**config.mk**
```make
export PLATFORM = sky130hd
export DESIGN_NAME = trig_top
export DESIGN_NICKNAME = d
export VERILOG_FILES = /design/src/verilog/trig_pkg.sv /design/src/verilog/angle_wrap.sv /design/src/verilog/fixed_mult.sv /design/src/verilog/fixed_scale.sv /design/src/verilog/result_fifo.sv /design/src/verilog/sine_pipe.sv /design/src/verilog/trig_axil_regs.sv /design/src/verilog/trig_top.sv
export SDC_FILE = /design/constraint.sdc
export NUM_CORES = 2
export LEC_CHECK = 0
export ABC_CLOCK_PERIOD_IN_PS = 40800
export BUFFER_PORTS_ARGS = -buffer_cell sky130_fd_sc_hd__buf_2
export CAP_MARGIN = 20
export CORE_ASPECT_RATIO = 0.5
export CORE_UTILIZATION = 45
export CTS_CLUSTER_DIAMETER = 50
export DETAILED_ROUTE_END_ITERATION = 7
export GPL_TIMING_DRIVEN = 1
export HOLD_SLACK_MARGIN = 0.06
export PLACE_DENSITY_LB_ADDON = 0.05
export SLEW_MARGIN = 20
export SYNTH_ARGS = -nofsm -noshare
export SYNTH_HDL_FRONTEND = slang
export SYNTH_HIERARCHICAL = 1
export SYNTH_SLANG_ARGS = --single-unit
```
**constraint.sdc**
```tcl
create_clock -name clk -period 40.8 [get_ports clk]
set_input_delay 8.16 -clock clk [delete_from_list [all_inputs] [get_ports clk]]
set_output_delay 8.16 -clock clk [all_outputs]
set_load 0.02 [all_outputs]
```
**src/verilog/trig_pkg.sv**
```systemverilog
// ------------------------------
// trig package: Q5.16 type, constants,
// register map and AXI4-Lite structs
// ------------------------------
package trig_pkg;

	// signed Q5.16 radians and results
	typedef logic signed [20:0] fix_t;

	localparam int FRAC_BITS = 16;
	localparam int MULT_LATENCY = 4;
	localparam int SINE_LATENCY = 20;

	// 4/pi, 4/pi^2 and the refinement weight
	localparam fix_t COEFF_LIN = 21'sd83443;
	localparam fix_t COEFF_SQ = 21'sd26561;
	localparam fix_t COEFF_REFINE = 21'sd14746;

	localparam int PI_FIX = 205887;
	localparam int TWO_PI_FIX = 411775;
	localparam int HALF_PI_FIX = 102944;

	localparam int RESULT_DEPTH = 4;

	localparam int AXIL_ADDR_W = 4;
	localparam int AXIL_DATA_W = 32;

	localparam logic [AXIL_ADDR_W-1:0] ADDR_ANGLE = 4'h0;
	localparam logic [AXIL_ADDR_W-1:0] ADDR_CTRL = 4'h4;
	localparam logic [AXIL_ADDR_W-1:0] ADDR_STATUS = 4'h8;
	localparam logic [AXIL_ADDR_W-1:0] ADDR_RESULT = 4'hC;

	localparam logic [1:0] RESP_OKAY = 2'b00;
	localparam logic [1:0] RESP_SLVERR = 2'b10;

	typedef struct packed {
		logic aw_valid;
		logic [AXIL_ADDR_W-1:0] aw_addr;
		logic w_valid;
		logic [AXIL_DATA_W-1:0] w_data;
		logic b_ready;
		logic ar_valid;
		logic [AXIL_ADDR_W-1:0] ar_addr;
		logic r_ready;
	} axil_req_t;

	typedef struct packed {
		logic aw_ready;
		logic w_ready;
		logic b_valid;
		logic [1:0] b_resp;
		logic ar_ready;
		logic r_valid;
		logic [AXIL_DATA_W-1:0] r_data;
		logic [1:0] r_resp;
	} axil_rsp_t;

	typedef struct packed {
		logic busy;
		logic spare;
		logic [2:0] count;
	} trig_status_t;

endpackage

```
**src/verilog/angle_wrap.sv**
```systemverilog
// ------------------------------
// angle_wrap: optional quarter-turn shift,
// then fold into [-pi, pi), one stage
// ------------------------------
`timescale 1ns/1ps

module angle_wrap (
	input logic clk,
	input logic reset,
	input logic en,
	input logic in_valid,
	input logic cos_sel,
	input trig_pkg::fix_t angle,
	output logic out_valid,
	output trig_pkg::fix_t wrapped
);
	import trig_pkg::*;

	// two guard bits, input plus pi/2 reaches about 17.6
	logic signed [22:0] shifted;
	logic signed [22:0] folded;

	always_comb begin
		shifted = {{2{angle[20]}}, angle};
		// cos(x) = sin(x + pi/2)
		if (cos_sel)
			shifted = shifted + 23'(HALF_PI_FIX);
		// at most three turns either way for a Q5.16 input
		if (shifted >= PI_FIX + 2 * TWO_PI_FIX)
			folded = shifted - 23'(3 * TWO_PI_FIX);
		else if (shifted >= PI_FIX + TWO_PI_FIX)
			folded = shifted - 23'(2 * TWO_PI_FIX);
		else if (shifted >= PI_FIX)
			folded = shifted - 23'(TWO_PI_FIX);
		else if (shifted < -PI_FIX - 2 * TWO_PI_FIX)
			folded = shifted + 23'(3 * TWO_PI_FIX);
		else if (shifted < -PI_FIX - TWO_PI_FIX)
			folded = shifted + 23'(2 * TWO_PI_FIX);
		else if (shifted < -PI_FIX)
			folded = shifted + 23'(TWO_PI_FIX);
		else
			folded = shifted;
	end

	always_ff @(posedge clk) begin
		if (reset)
			out_valid <= 1'b0;
		else if (en)
			out_valid <= in_valid;
	end

	always_ff @(posedge clk) begin
		if (en)
			wrapped <= folded[20:0];
	end

endmodule

```
**src/verilog/fixed_mult.sv**
```systemverilog
// ------------------------------
// fixed_mult: signed Q5.16 product,
// three multiply stages and a rounding stage
// ------------------------------
`timescale 1ns/1ps

module fixed_mult (
	input logic clk,
	input logic en,
	input trig_pkg::fix_t a,
	input trig_pkg::fix_t b,
	output trig_pkg::fix_t p
);
	import trig_pkg::*;

	fix_t a_q;
	fix_t b_q;
	logic signed [2*$bits(fix_t)-1:0] prod_q;
	logic signed [2*$bits(fix_t)-1:0] prod_d;

	always_ff @(posedge clk) begin
		if (en) begin
			a_q <= a;
			b_q <= b;
			// full 42-bit signed product
			prod_q <= a_q * b_q;
			prod_d <= prod_q;
			// keep Q5.16 window, round half up, wrap to 21 bits
			p <= prod_d[FRAC_BITS +: $bits(fix_t)] + prod_d[FRAC_BITS-1];
		end
	end

endmodule

```
**src/verilog/fixed_scale.sv**
```systemverilog
// ------------------------------
// fixed_scale: Q5.16 operand times a
// constant coefficient, four stages
// ------------------------------
`timescale 1ns/1ps

module fixed_scale #(
	parameter trig_pkg::fix_t COEFF = '0
) (
	input logic clk,
	input logic en,
	input trig_pkg::fix_t a,
	output trig_pkg::fix_t p
);
	import trig_pkg::*;

	fix_t a_q;
	logic signed [2*$bits(fix_t)-1:0] prod_q;
	logic signed [2*$bits(fix_t)-1:0] prod_d;

	always_ff @(posedge clk) begin
		if (en) begin
			a_q <= a;
			prod_q <= a_q * COEFF;
			prod_d <= prod_q;
			// same rounding as fixed_mult
			p <= prod_d[FRAC_BITS +: $bits(fix_t)] + prod_d[FRAC_BITS-1];
		end
	end

endmodule

```
**src/verilog/result_fifo.sv**
```systemverilog
// ------------------------------
// result_fifo: four-entry result queue
// with occupancy count
// ------------------------------
`timescale 1ns/1ps

module result_fifo (
	input logic clk,
	input logic reset,
	input logic push,
	input logic pop,
	input trig_pkg::fix_t push_data,
	output trig_pkg::fix_t head,
	output logic [2:0] count,
	output logic full
);
	import trig_pkg::*;

	fix_t mem [RESULT_DEPTH];
	logic [$clog2(RESULT_DEPTH)-1:0] wr_ptr;
	logic [$clog2(RESULT_DEPTH)-1:0] rd_ptr;
	logic do_push;
	logic do_pop;

	assign full = count == 3'(RESULT_DEPTH);
	// a push while full is dropped, the pipeline is already stalled then
	assign do_push = push && !full;
	assign do_pop = pop && (count != 3'd0);
	assign head = mem[rd_ptr];

	always_ff @(posedge clk) begin
		if (reset) begin
			wr_ptr <= '0;
			rd_ptr <= '0;
			count <= 3'd0;
		end else begin
			if (do_push)
				wr_ptr <= wr_ptr + 1'b1;
			if (do_pop)
				rd_ptr <= rd_ptr + 1'b1;
			count <= count + 3'(do_push) - 3'(do_pop);
		end
	end

	always_ff @(posedge clk) begin
		if (do_push)
			mem[wr_ptr] <= push_data;
	end

endmodule

```
**src/verilog/sine_pipe.sv**
```systemverilog
// ------------------------------
// sine_pipe: parabola sine estimate with
// one refinement step, 20 enabled stages
// ------------------------------
`timescale 1ns/1ps

module sine_pipe (
	input logic clk,
	input logic reset,
	input logic en,
	input logic in_valid,
	input trig_pkg::fix_t angle,
	output logic out_valid,
	output trig_pkg::fix_t sin
);
	import trig_pkg::*;

	fix_t angle_sq;
	fix_t sq_term;
	fix_t lin_term;
	fix_t [MULT_LATENCY-1:0] lin_d;
	fix_t [2*MULT_LATENCY-1:0] angle_d;
	fix_t est;
	fix_t [9:0] est_d;
	fix_t est_sq;
	fix_t est_norm;
	fix_t diff;
	fix_t refine;
	logic [SINE_LATENCY-1:0] valid_d;

	// x * x, ready at stage 4
	fixed_mult u_angle_sq (
		.clk(clk),
		.en(en),
		.a(angle),
		.b(angle),
		.p(angle_sq)
	);

	// 0.405 * x * x, stage 8
	fixed_scale #(.COEFF(COEFF_SQ)) u_sq_term (
		.clk(clk),
		.en(en),
		.a(angle_sq),
		.p(sq_term)
	);

	// 1.273 * x, stage 4, delayed to meet the square term
	fixed_scale #(.COEFF(COEFF_LIN)) u_lin_term (
		.clk(clk),
		.en(en),
		.a(angle),
		.p(lin_term)
	);

	always_ff @(posedge clk) begin
		if (en) begin
			angle_d <= {angle_d[2*MULT_LATENCY-2:0], angle};
			lin_d <= {lin_d[MULT_LATENCY-2:0], lin_term};
			// parabola term flips sign with the angle, stage 9
			est <= angle_d[2*MULT_LATENCY-1][20] ? lin_d[MULT_LATENCY-1] + sq_term
				: lin_d[MULT_LATENCY-1] - sq_term;
			est_d <= {est_d[8:0], est};
		end
	end

	// est * est, stage 13
	fixed_mult u_est_sq (
		.clk(clk),
		.en(en),
		.a(est),
		.b(est),
		.p(est_sq)
	);

	always_ff @(posedge clk) begin
		if (en) begin
			// est * |est|, stage 14
			est_norm <= est_d[3][20] ? -est_sq : est_sq;
			diff <= est_norm - est_d[4];
		end
	end

	// 0.225 * (est * |est| - est), stage 19
	fixed_scale #(.COEFF(COEFF_REFINE)) u_refine (
		.clk(clk),
		.en(en),
		.a(diff),
		.p(refine)
	);

	always_ff @(posedge clk) begin
		if (en)
			sin <= refine + est_d[9];
	end

	always_ff @(posedge clk) begin
		if (reset)
			valid_d <= '0;
		else if (en)
			valid_d <= {valid_d[SINE_LATENCY-2:0], in_valid};
	end

	assign out_valid = valid_d[SINE_LATENCY-1];

endmodule

```
**src/verilog/trig_axil_regs.sv**
```systemverilog
// ------------------------------
// trig_axil_regs: AXI4-Lite slave, angle
// launch, result pop and pipeline stall
// ------------------------------
`timescale 1ns/1ps

module trig_axil_regs (
	input logic clk,
	input logic reset,
	input trig_pkg::axil_req_t axil_req,
	output trig_pkg::axil_rsp_t axil_rsp,
	input logic out_valid,
	input logic full,
	input logic [2:0] count,
	input trig_pkg::fix_t head,
	output logic en,
	output logic launch_valid,
	output logic cos_sel,
	output logic pop,
	output trig_pkg::fix_t launch_angle
);
	import trig_pkg::*;

	logic wr_ready;
	logic wr_ok;
	logic rd_fire;
	logic b_valid;
	logic [1:0] b_resp;
	logic r_valid;
	logic [AXIL_DATA_W-1:0] r_data;
	logic [1:0] r_resp;
	logic [AXIL_DATA_W-1:0] rd_data;
	logic [1:0] rd_resp;
	logic [$clog2(SINE_LATENCY + 2)-1:0] in_flight;
	trig_status_t status;

	// freeze everything when a finished result has no room
	assign en = !(full && out_valid);

	// address and data accepted together, one response at a time
	assign wr_ready = axil_req.aw_valid && axil_req.w_valid && !b_valid && en;
	assign wr_ok = (axil_req.aw_addr == ADDR_ANGLE) || (axil_req.aw_addr == ADDR_CTRL);
	assign launch_valid = wr_ready && (axil_req.aw_addr == ADDR_ANGLE);
	assign launch_angle = axil_req.w_data[20:0];

	assign rd_fire = axil_req.ar_valid && !r_valid;
	assign pop = rd_fire && (axil_req.ar_addr == ADDR_RESULT) && (count != 3'd0);

	assign status = '{busy: in_flight != '0, spare: 1'b0, count: count};

	always_comb begin
		rd_data = '0;
		rd_resp = RESP_OKAY;
		case (axil_req.ar_addr)
			ADDR_CTRL: rd_data = {31'd0, cos_sel};
			ADDR_STATUS: rd_data = 32'(status);
			ADDR_RESULT: begin
				if (count != 3'd0)
					rd_data = {{11{head[20]}}, head};
				else
					rd_resp = RESP_SLVERR;
			end
			// angle is write-only
			default: rd_resp = RESP_SLVERR;
		endcase
	end

	always_ff @(posedge clk) begin
		if (reset) begin
			b_valid <= 1'b0;
			r_valid <= 1'b0;
			cos_sel <= 1'b0;
			in_flight <= '0;
		end else begin
			if (wr_ready)
				b_valid <= 1'b1;
			else if (axil_req.b_ready)
				b_valid <= 1'b0;
			if (rd_fire)
				r_valid <= 1'b1;
			else if (axil_req.r_ready)
				r_valid <= 1'b0;
			if (wr_ready && axil_req.aw_addr == ADDR_CTRL)
				cos_sel <= axil_req.w_data[0];
			// launches in, pushes out
			in_flight <= in_flight + $bits(in_flight)'(launch_valid)
				- $bits(in_flight)'(out_valid && en);
		end
	end

	always_ff @(posedge clk) begin
		if (wr_ready)
			b_resp <= wr_ok ? RESP_OKAY : RESP_SLVERR;
		if (rd_fire) begin
			r_data <= rd_data;
			r_resp <= rd_resp;
		end
	end

	assign axil_rsp = '{
		aw_ready: wr_ready,
		w_ready: wr_ready,
		b_valid: b_valid,
		b_resp: b_resp,
		ar_ready: !r_valid,
		r_valid: r_valid,
		r_data: r_data,
		r_resp: r_resp
	};

endmodule

```
**src/verilog/trig_top.sv**
```systemverilog
// ------------------------------
// trig_top: memory-mapped sine and
// cosine unit
// ------------------------------
`timescale 1ns/1ps

module trig_top (
	input logic clk,
	input logic reset,
	input trig_pkg::axil_req_t axil_req,
	output trig_pkg::axil_rsp_t axil_rsp
);
	import trig_pkg::*;

	logic en;
	logic launch_valid;
	fix_t launch_angle;
	logic cos_sel;
	logic wrap_valid;
	fix_t wrap_angle;
	logic sin_valid;
	fix_t sin_value;
	logic pop;
	fix_t head;
	logic [2:0] count;
	logic full;

	trig_axil_regs u_regs (
		.clk(clk),
		.reset(reset),
		.axil_req(axil_req),
		.axil_rsp(axil_rsp),
		.out_valid(sin_valid),
		.full(full),
		.count(count),
		.head(head),
		.en(en),
		.launch_valid(launch_valid),
		.cos_sel(cos_sel),
		.pop(pop),
		.launch_angle(launch_angle)
	);

	angle_wrap u_wrap (
		.clk(clk),
		.reset(reset),
		.en(en),
		.in_valid(launch_valid),
		.cos_sel(cos_sel),
		.angle(launch_angle),
		.out_valid(wrap_valid),
		.wrapped(wrap_angle)
	);

	sine_pipe u_sine (
		.clk(clk),
		.reset(reset),
		.en(en),
		.in_valid(wrap_valid),
		.angle(wrap_angle),
		.out_valid(sin_valid),
		.sin(sin_value)
	);

	// en only drops when full, so the queue's own full check matches out_valid and en
	result_fifo u_fifo (
		.clk(clk),
		.reset(reset),
		.push(sin_valid),
		.pop(pop),
		.push_data(sin_value),
		.head(head),
		.count(count),
		.full(full)
	);

endmodule
```
* Yosys cells after proc, flatten, opt, wreduce, memory -nomap -nowiden
Memories as Yosys holds them, arrays and structs flattened. A register that Yosys moved wholly into a read port is not among the register bits. Index checks and enable logic that the tools add are counted.
Storage, ports and cells: flip-flop bits (word level) 1152, RAM bits 84, word-level logic and storage cells 141, memories kept 1
Memory list:
- u_fifo.mem | words 4, width 21, read ports 1, clocked after memory_dff 1, write ports 1, line result_fifo.sv:19 | fix_t mem [RESULT_DEPTH];
Operators by class: add/sub/neg operators 23, multipliers 5, $lt $le $gt $ge 6, equality and inequality tests 5, muxes and demuxes 22, reductions and logical operators 23
Operator list (number):
- $mux W21 | 8
- $add A21 B1 Y21 | 5
- $pmux W32 S3 | 1
- $mul A21 B21 Y37 | 2
- $ge A23 B21 Y1 const B | 2
- $lt A23 B21 Y1 const B | 2
- $add A21 B21 Y21 | 2
- $add A21 B21 Y21 const B | 2
- $sub A21 B21 Y21 | 2
- $sub A21 B21 Y21 const B | 2
- $mul A21 B16 Y37 const B | 1
- $mul A21 B18 Y37 const B | 1
- $mul A21 B14 Y35 const B | 1
- $mux W32 | 1
- $ge A23 B19 Y1 const B | 1
- $lt A23 B19 Y1 const B | 1
- $mux W23 | 1
- $add A21 B18 Y22 const B | 1
- $add A21 B20 Y21 const B | 1
- $neg A21 Y21 | 1
- $sub A21 B20 Y21 const B | 1
- $logic_and A1 B1 Y1 | 12
- $eq A4 B3 Y1 const B | 2
- $eq A4 B4 Y1 const B | 2
- 16 further kinds | 29

* Depth between registers and ports, before layout
word-level depth 9, mapped depth 26, gate-level depth less buffers 24

* Modules after synthesis
Netlist, hierarchy kept.
Modules (own cells, without submodules):
- fixed_mult at u_sine.u_angle_sq | instances 1, cells each 1857, area each 18530.3 µm², seq. area each 3213.1 µm²
- fixed_mult at u_sine.u_est_sq | instances 1, cells each 1827, area each 18332.6 µm², seq. area each 3213.1 µm²
- sine_pipe | instances 1, cells each 991, area each 16101.7 µm², seq. area each 11991.5 µm²
- fixed_scale at u_sine.u_lin_term | instances 1, cells each 918, area each 10133.5 µm², seq. area each 2582.5 µm²
- fixed_scale at u_sine.u_sq_term | instances 1, cells each 777, area each 8904.8 µm², seq. area each 2582.5 µm²
- fixed_scale at u_sine.u_refine | instances 1, cells each 792, area each 8658.3 µm², seq. area each 2522.4 µm²
- angle_wrap | instances 1, cells each 560, area each 4216.5 µm², seq. area each 650.6 µm²
- result_fifo | instances 1, cells each 157, area each 3510.9 µm², seq. area each 2702.6 µm²
- trig_axil_regs | instances 1, cells each 158, area each 1715.4 µm², seq. area each 850.8 µm²

* Worst setup path after synthesis
Ideal clock, no wire load.
path kind register -> output, start point reg u_sine.valid_d[19], end point out axil_rsp[39] (netlist name), data arrival time 21.250 ns, path slack 11.390 ns, cell stages (with the launch flop) 5, path buffers 1, cells stage by stage dfxtp_1 nand2_1 nand2_1 inv_1 buf_4
Between the ends: word-level cells in the longest chain between the ends 3
RTL lines:
- start, declared | line sine_pipe.sv:29 | logic [SINE_LATENCY-1:0] valid_d;
- start signal, assigned | line sine_pipe.sv:101 | valid_d <= {valid_d[SINE_LATENCY-2:0], in_valid};
- $logic_and A1 B1 Y1 | line trig_axil_regs.sv:38 | assign en = !(full && out_valid);
- $logic_not A1 Y1 | line trig_axil_regs.sv:38
- via en | line trig_top.sv:15 | logic en;
- $logic_and A1 B1 Y1 | line trig_axil_regs.sv:41 | assign wr_ready = axil_req.aw_valid && axil_req.w_valid && !b_valid && en;
- end, declared | line trig_top.sv:11 | output trig_pkg::axil_rsp_t axil_rsp
The timed path passes the listed nets, and every way through them passes these cells.

==> impl_metrics.json <==
{
  "status": "finished, final reports clean",
  "clock.fmax_ghz": 0.0589,
  "vias": 53300,
  "gp_congestion": 0.854,
  "final_nets": 9922,
  "place_hpwl_um": 151000,
  "grt_overflow": 0,
  "ant_nets": 0,
  "clock_latency_ps": 730,
  "grt_max_degree": 172,
  "critPathArrivalTime_ps": 8830,
  "synthTopCellsByCount": "inv_1 (1802), fa_1 (1206), edfxtp_1 (984)",
  "cts_buffer_depth": 3,
  "ys_async_sr_fraction": 0,
  "synthTopCellsByArea": "edfxtp_1 (33%), fa_1 (27%), ha_1 (9.4%)",
  "avgSynthCellArea_um2": 11.2,
  "cp-start-kind": "primary input",
  "drc": 0,
  "io_buffers": 74,
  "drive_gt1_frac": 0.0538,
  "ys_seq_elements": 1022,
  "grt_antenna_before_repair": 9,
  "end_kind": "output port",
  "syn_to_final_growth_pct": 6.91,
  "grt_pass1_vias": 56300,
  "firstDrtPassIters": 5,
  "rsz0062_at_grt": "false",
  "hold_path.class": "reg2reg",
  "synth_edf_count": 984,
  "rows": 115,
  "die_w_um": 635,
  "wire_per_inst_um": 18.0,
  "die_h_um": 318,
  "fin_worst_skew_ps": 72.3,
  "syn-cell-area_um2": 90100,
  "report.final.setup_viol": 0,
  "finalHoldViolations": 0,
  "die_area_um2": 202000,
  "htreeDepth": 3,
  "yosysWarningCount": 6,
  "drt_wl_total_um": 193000,
  "synth_top_area_frac": 0.328,
  "crit_fanout": 3,
  "viasPerCell": 4.98,
  "track_usage": 0.195,
  "critical_path_class": "in2out",
  "synth_top_area_cell": "edfxtp_1",
  "synth_ff_type": "edfxtp_1",
  "clockRootBuffer": "clkbuf_16",
  "worst_pin_slew_ps": 1130,
  "finalCriticalPeriod_ps": 16990,
  "clk_pin_slew_worst_paths_ps": 60,
  "cts_tree": "built",
  "ys_seq_area_frac": 0.336,
  "core-area_um2": 198000,
  "first_iter_violations": 2826,
  "postSynthCellCount": 8037,
  "post_cts_buffers": 0,
  "cts_buffers": 99,
  "ios": 88,
  "cts_resized": 0,
  "tns_ps": 0,
  "cap_viol_max_count": 0,
  "hold_buffers": 0,
  "cts.sinks": 1022,
  "synth_cell_type_count": 127,
  "grt_first_pass_wirelength_um": 311000,
  "fin_crit_sh": 0.416,
  "final_max_slew_viol_count": 0,
  "initial_core_util": 0.456,
  "relSlewSlack": 0.244,
  "yosysMostFrequentCell": "inv_1",
  "required_ps": 32640
}
[cell usage in the layout, fill, tap and decap left out, types with 22 or more instances in the layout]
cell       Yosys  final
inv_1       1802   1802
fa_1        1206   1206
edfxtp_1     984    984
ha_1         674    674
nand2_1      618    617
and2_1       429    429
xnor2_1      263    262
nor2_1       240    240
a21oi_1      218    217
xor2_1       138    138
nand3_1      121    121
o21ai_0      117    117
clkbuf_16      0     99
a21o_1        91     91
buf_2         25     74
nor3_1        70     70
buf_4         47     69
nand4_1       46     46
and3_1        45     45
nand2b_1      42     42
o21a_1        41     41
a31oi_1       39     39
dfxtp_1       38     37
mux2i_1       35     35
nor2b_1       27     26
o21bai_1      26     26
a211oi_1      25     25
clkbuf_1     198     22
[kinds of logic (layout without fill, tap and decap cells)]
family,Yosys count,in the layout,synth area share
DFF,1022,1022,0.336
and+or+nand+nor,1749,1749,0.0973
adders and majority gates,1880,1880,0.362
other,1,3,0.0000416
xor gates and xnor gates,403,403,0.0395
muxes,64,64,0.0102
AOI/OAI and AO/OA,828,828,0.0647
buffers and inverters,2090,2132,0.0904
[critical path: stages]
cell,delay [ps]
buf_2,70
and3b_1,170
nand2_1,90
inv_1,150
buf_2,180
[cell type report]
cell class | count | area [um^2]
timing repair buffer | 144 | 908
fill | 18200 | 101000
tap | 2632 | 3290
inverter | 1802 | 6760
multi-input combinational | 4926 | 51700
antenna | 1 | 2.50
sequential | 1022 | 30300
clock inverter | 63 | 782
clock buffer | 123 | 2590
[final timing paths]
| path | start | endpoint | slack, ps | cells past startpoint |
|---|---|---|---|---|
| worst max-delay path | axil_req[44] | axil_rsp[39] | 23810 | 5 |
| worst min-delay path | u_sine/est_d[142] | u_sine/est_d[163] | 360 | 0 |
| worst max register to register | u_sine/u_angle_sq/b_q[3] | u_sine/u_angle_sq/prod_q[36] | 33050 | 20 |
| worst min register to register | u_sine/est_d[142] | u_sine/est_d[163] | 360 | 0 |
[per-layer routing]
metal / vias to the layer above / GRT usage / part of all wire
li1: 25600 / - / -
met3: 236 / 0.0225 / 0.035
met5: - / 0 / 0
met2: 735 / 0.332 / 0.48
met4: 0 / 0.0459 / 0.024
met1: 26800 / 0.267 / 0.46
[state kept, by name, summed over array words and instances, names as in the netlist, 22 cells and up, named ones only]
name	cells
u_sine/u_angle_sq/prod_q	22
u_sine/est_d	210
u_sine/u_lin_term/prod_d	22
u_sine/lin_d	84
u_fifo/mem	84
u_sine/u_lin_term/prod_q	22
u_sine/u_sq_term/prod_q	22
u_sine/u_est_sq/prod_d	22
u_sine/u_sq_term/prod_d	22
u_sine/u_angle_sq/prod_d	22
u_sine/u_est_sq/prod_q	22
[through the flow]
stage                     std cells  utilization  hold slack, ps  cell area (um^2)  setup WS [ps]
after detailed placement      10500        0.470             405             93000          23820
after CTS                     10700        0.487             351             96300          23820
after global placement        10500        0.470             400             92900          23830
final                         10700        0.487             363             96300          23810
after global routing          10700        0.487             364             96300          23760
after floorplan                8038            -             400             90100          11390
Power is not shown: default switching activity piles up to over one toggle a cycle in this logic, so the estimate is an artifact.
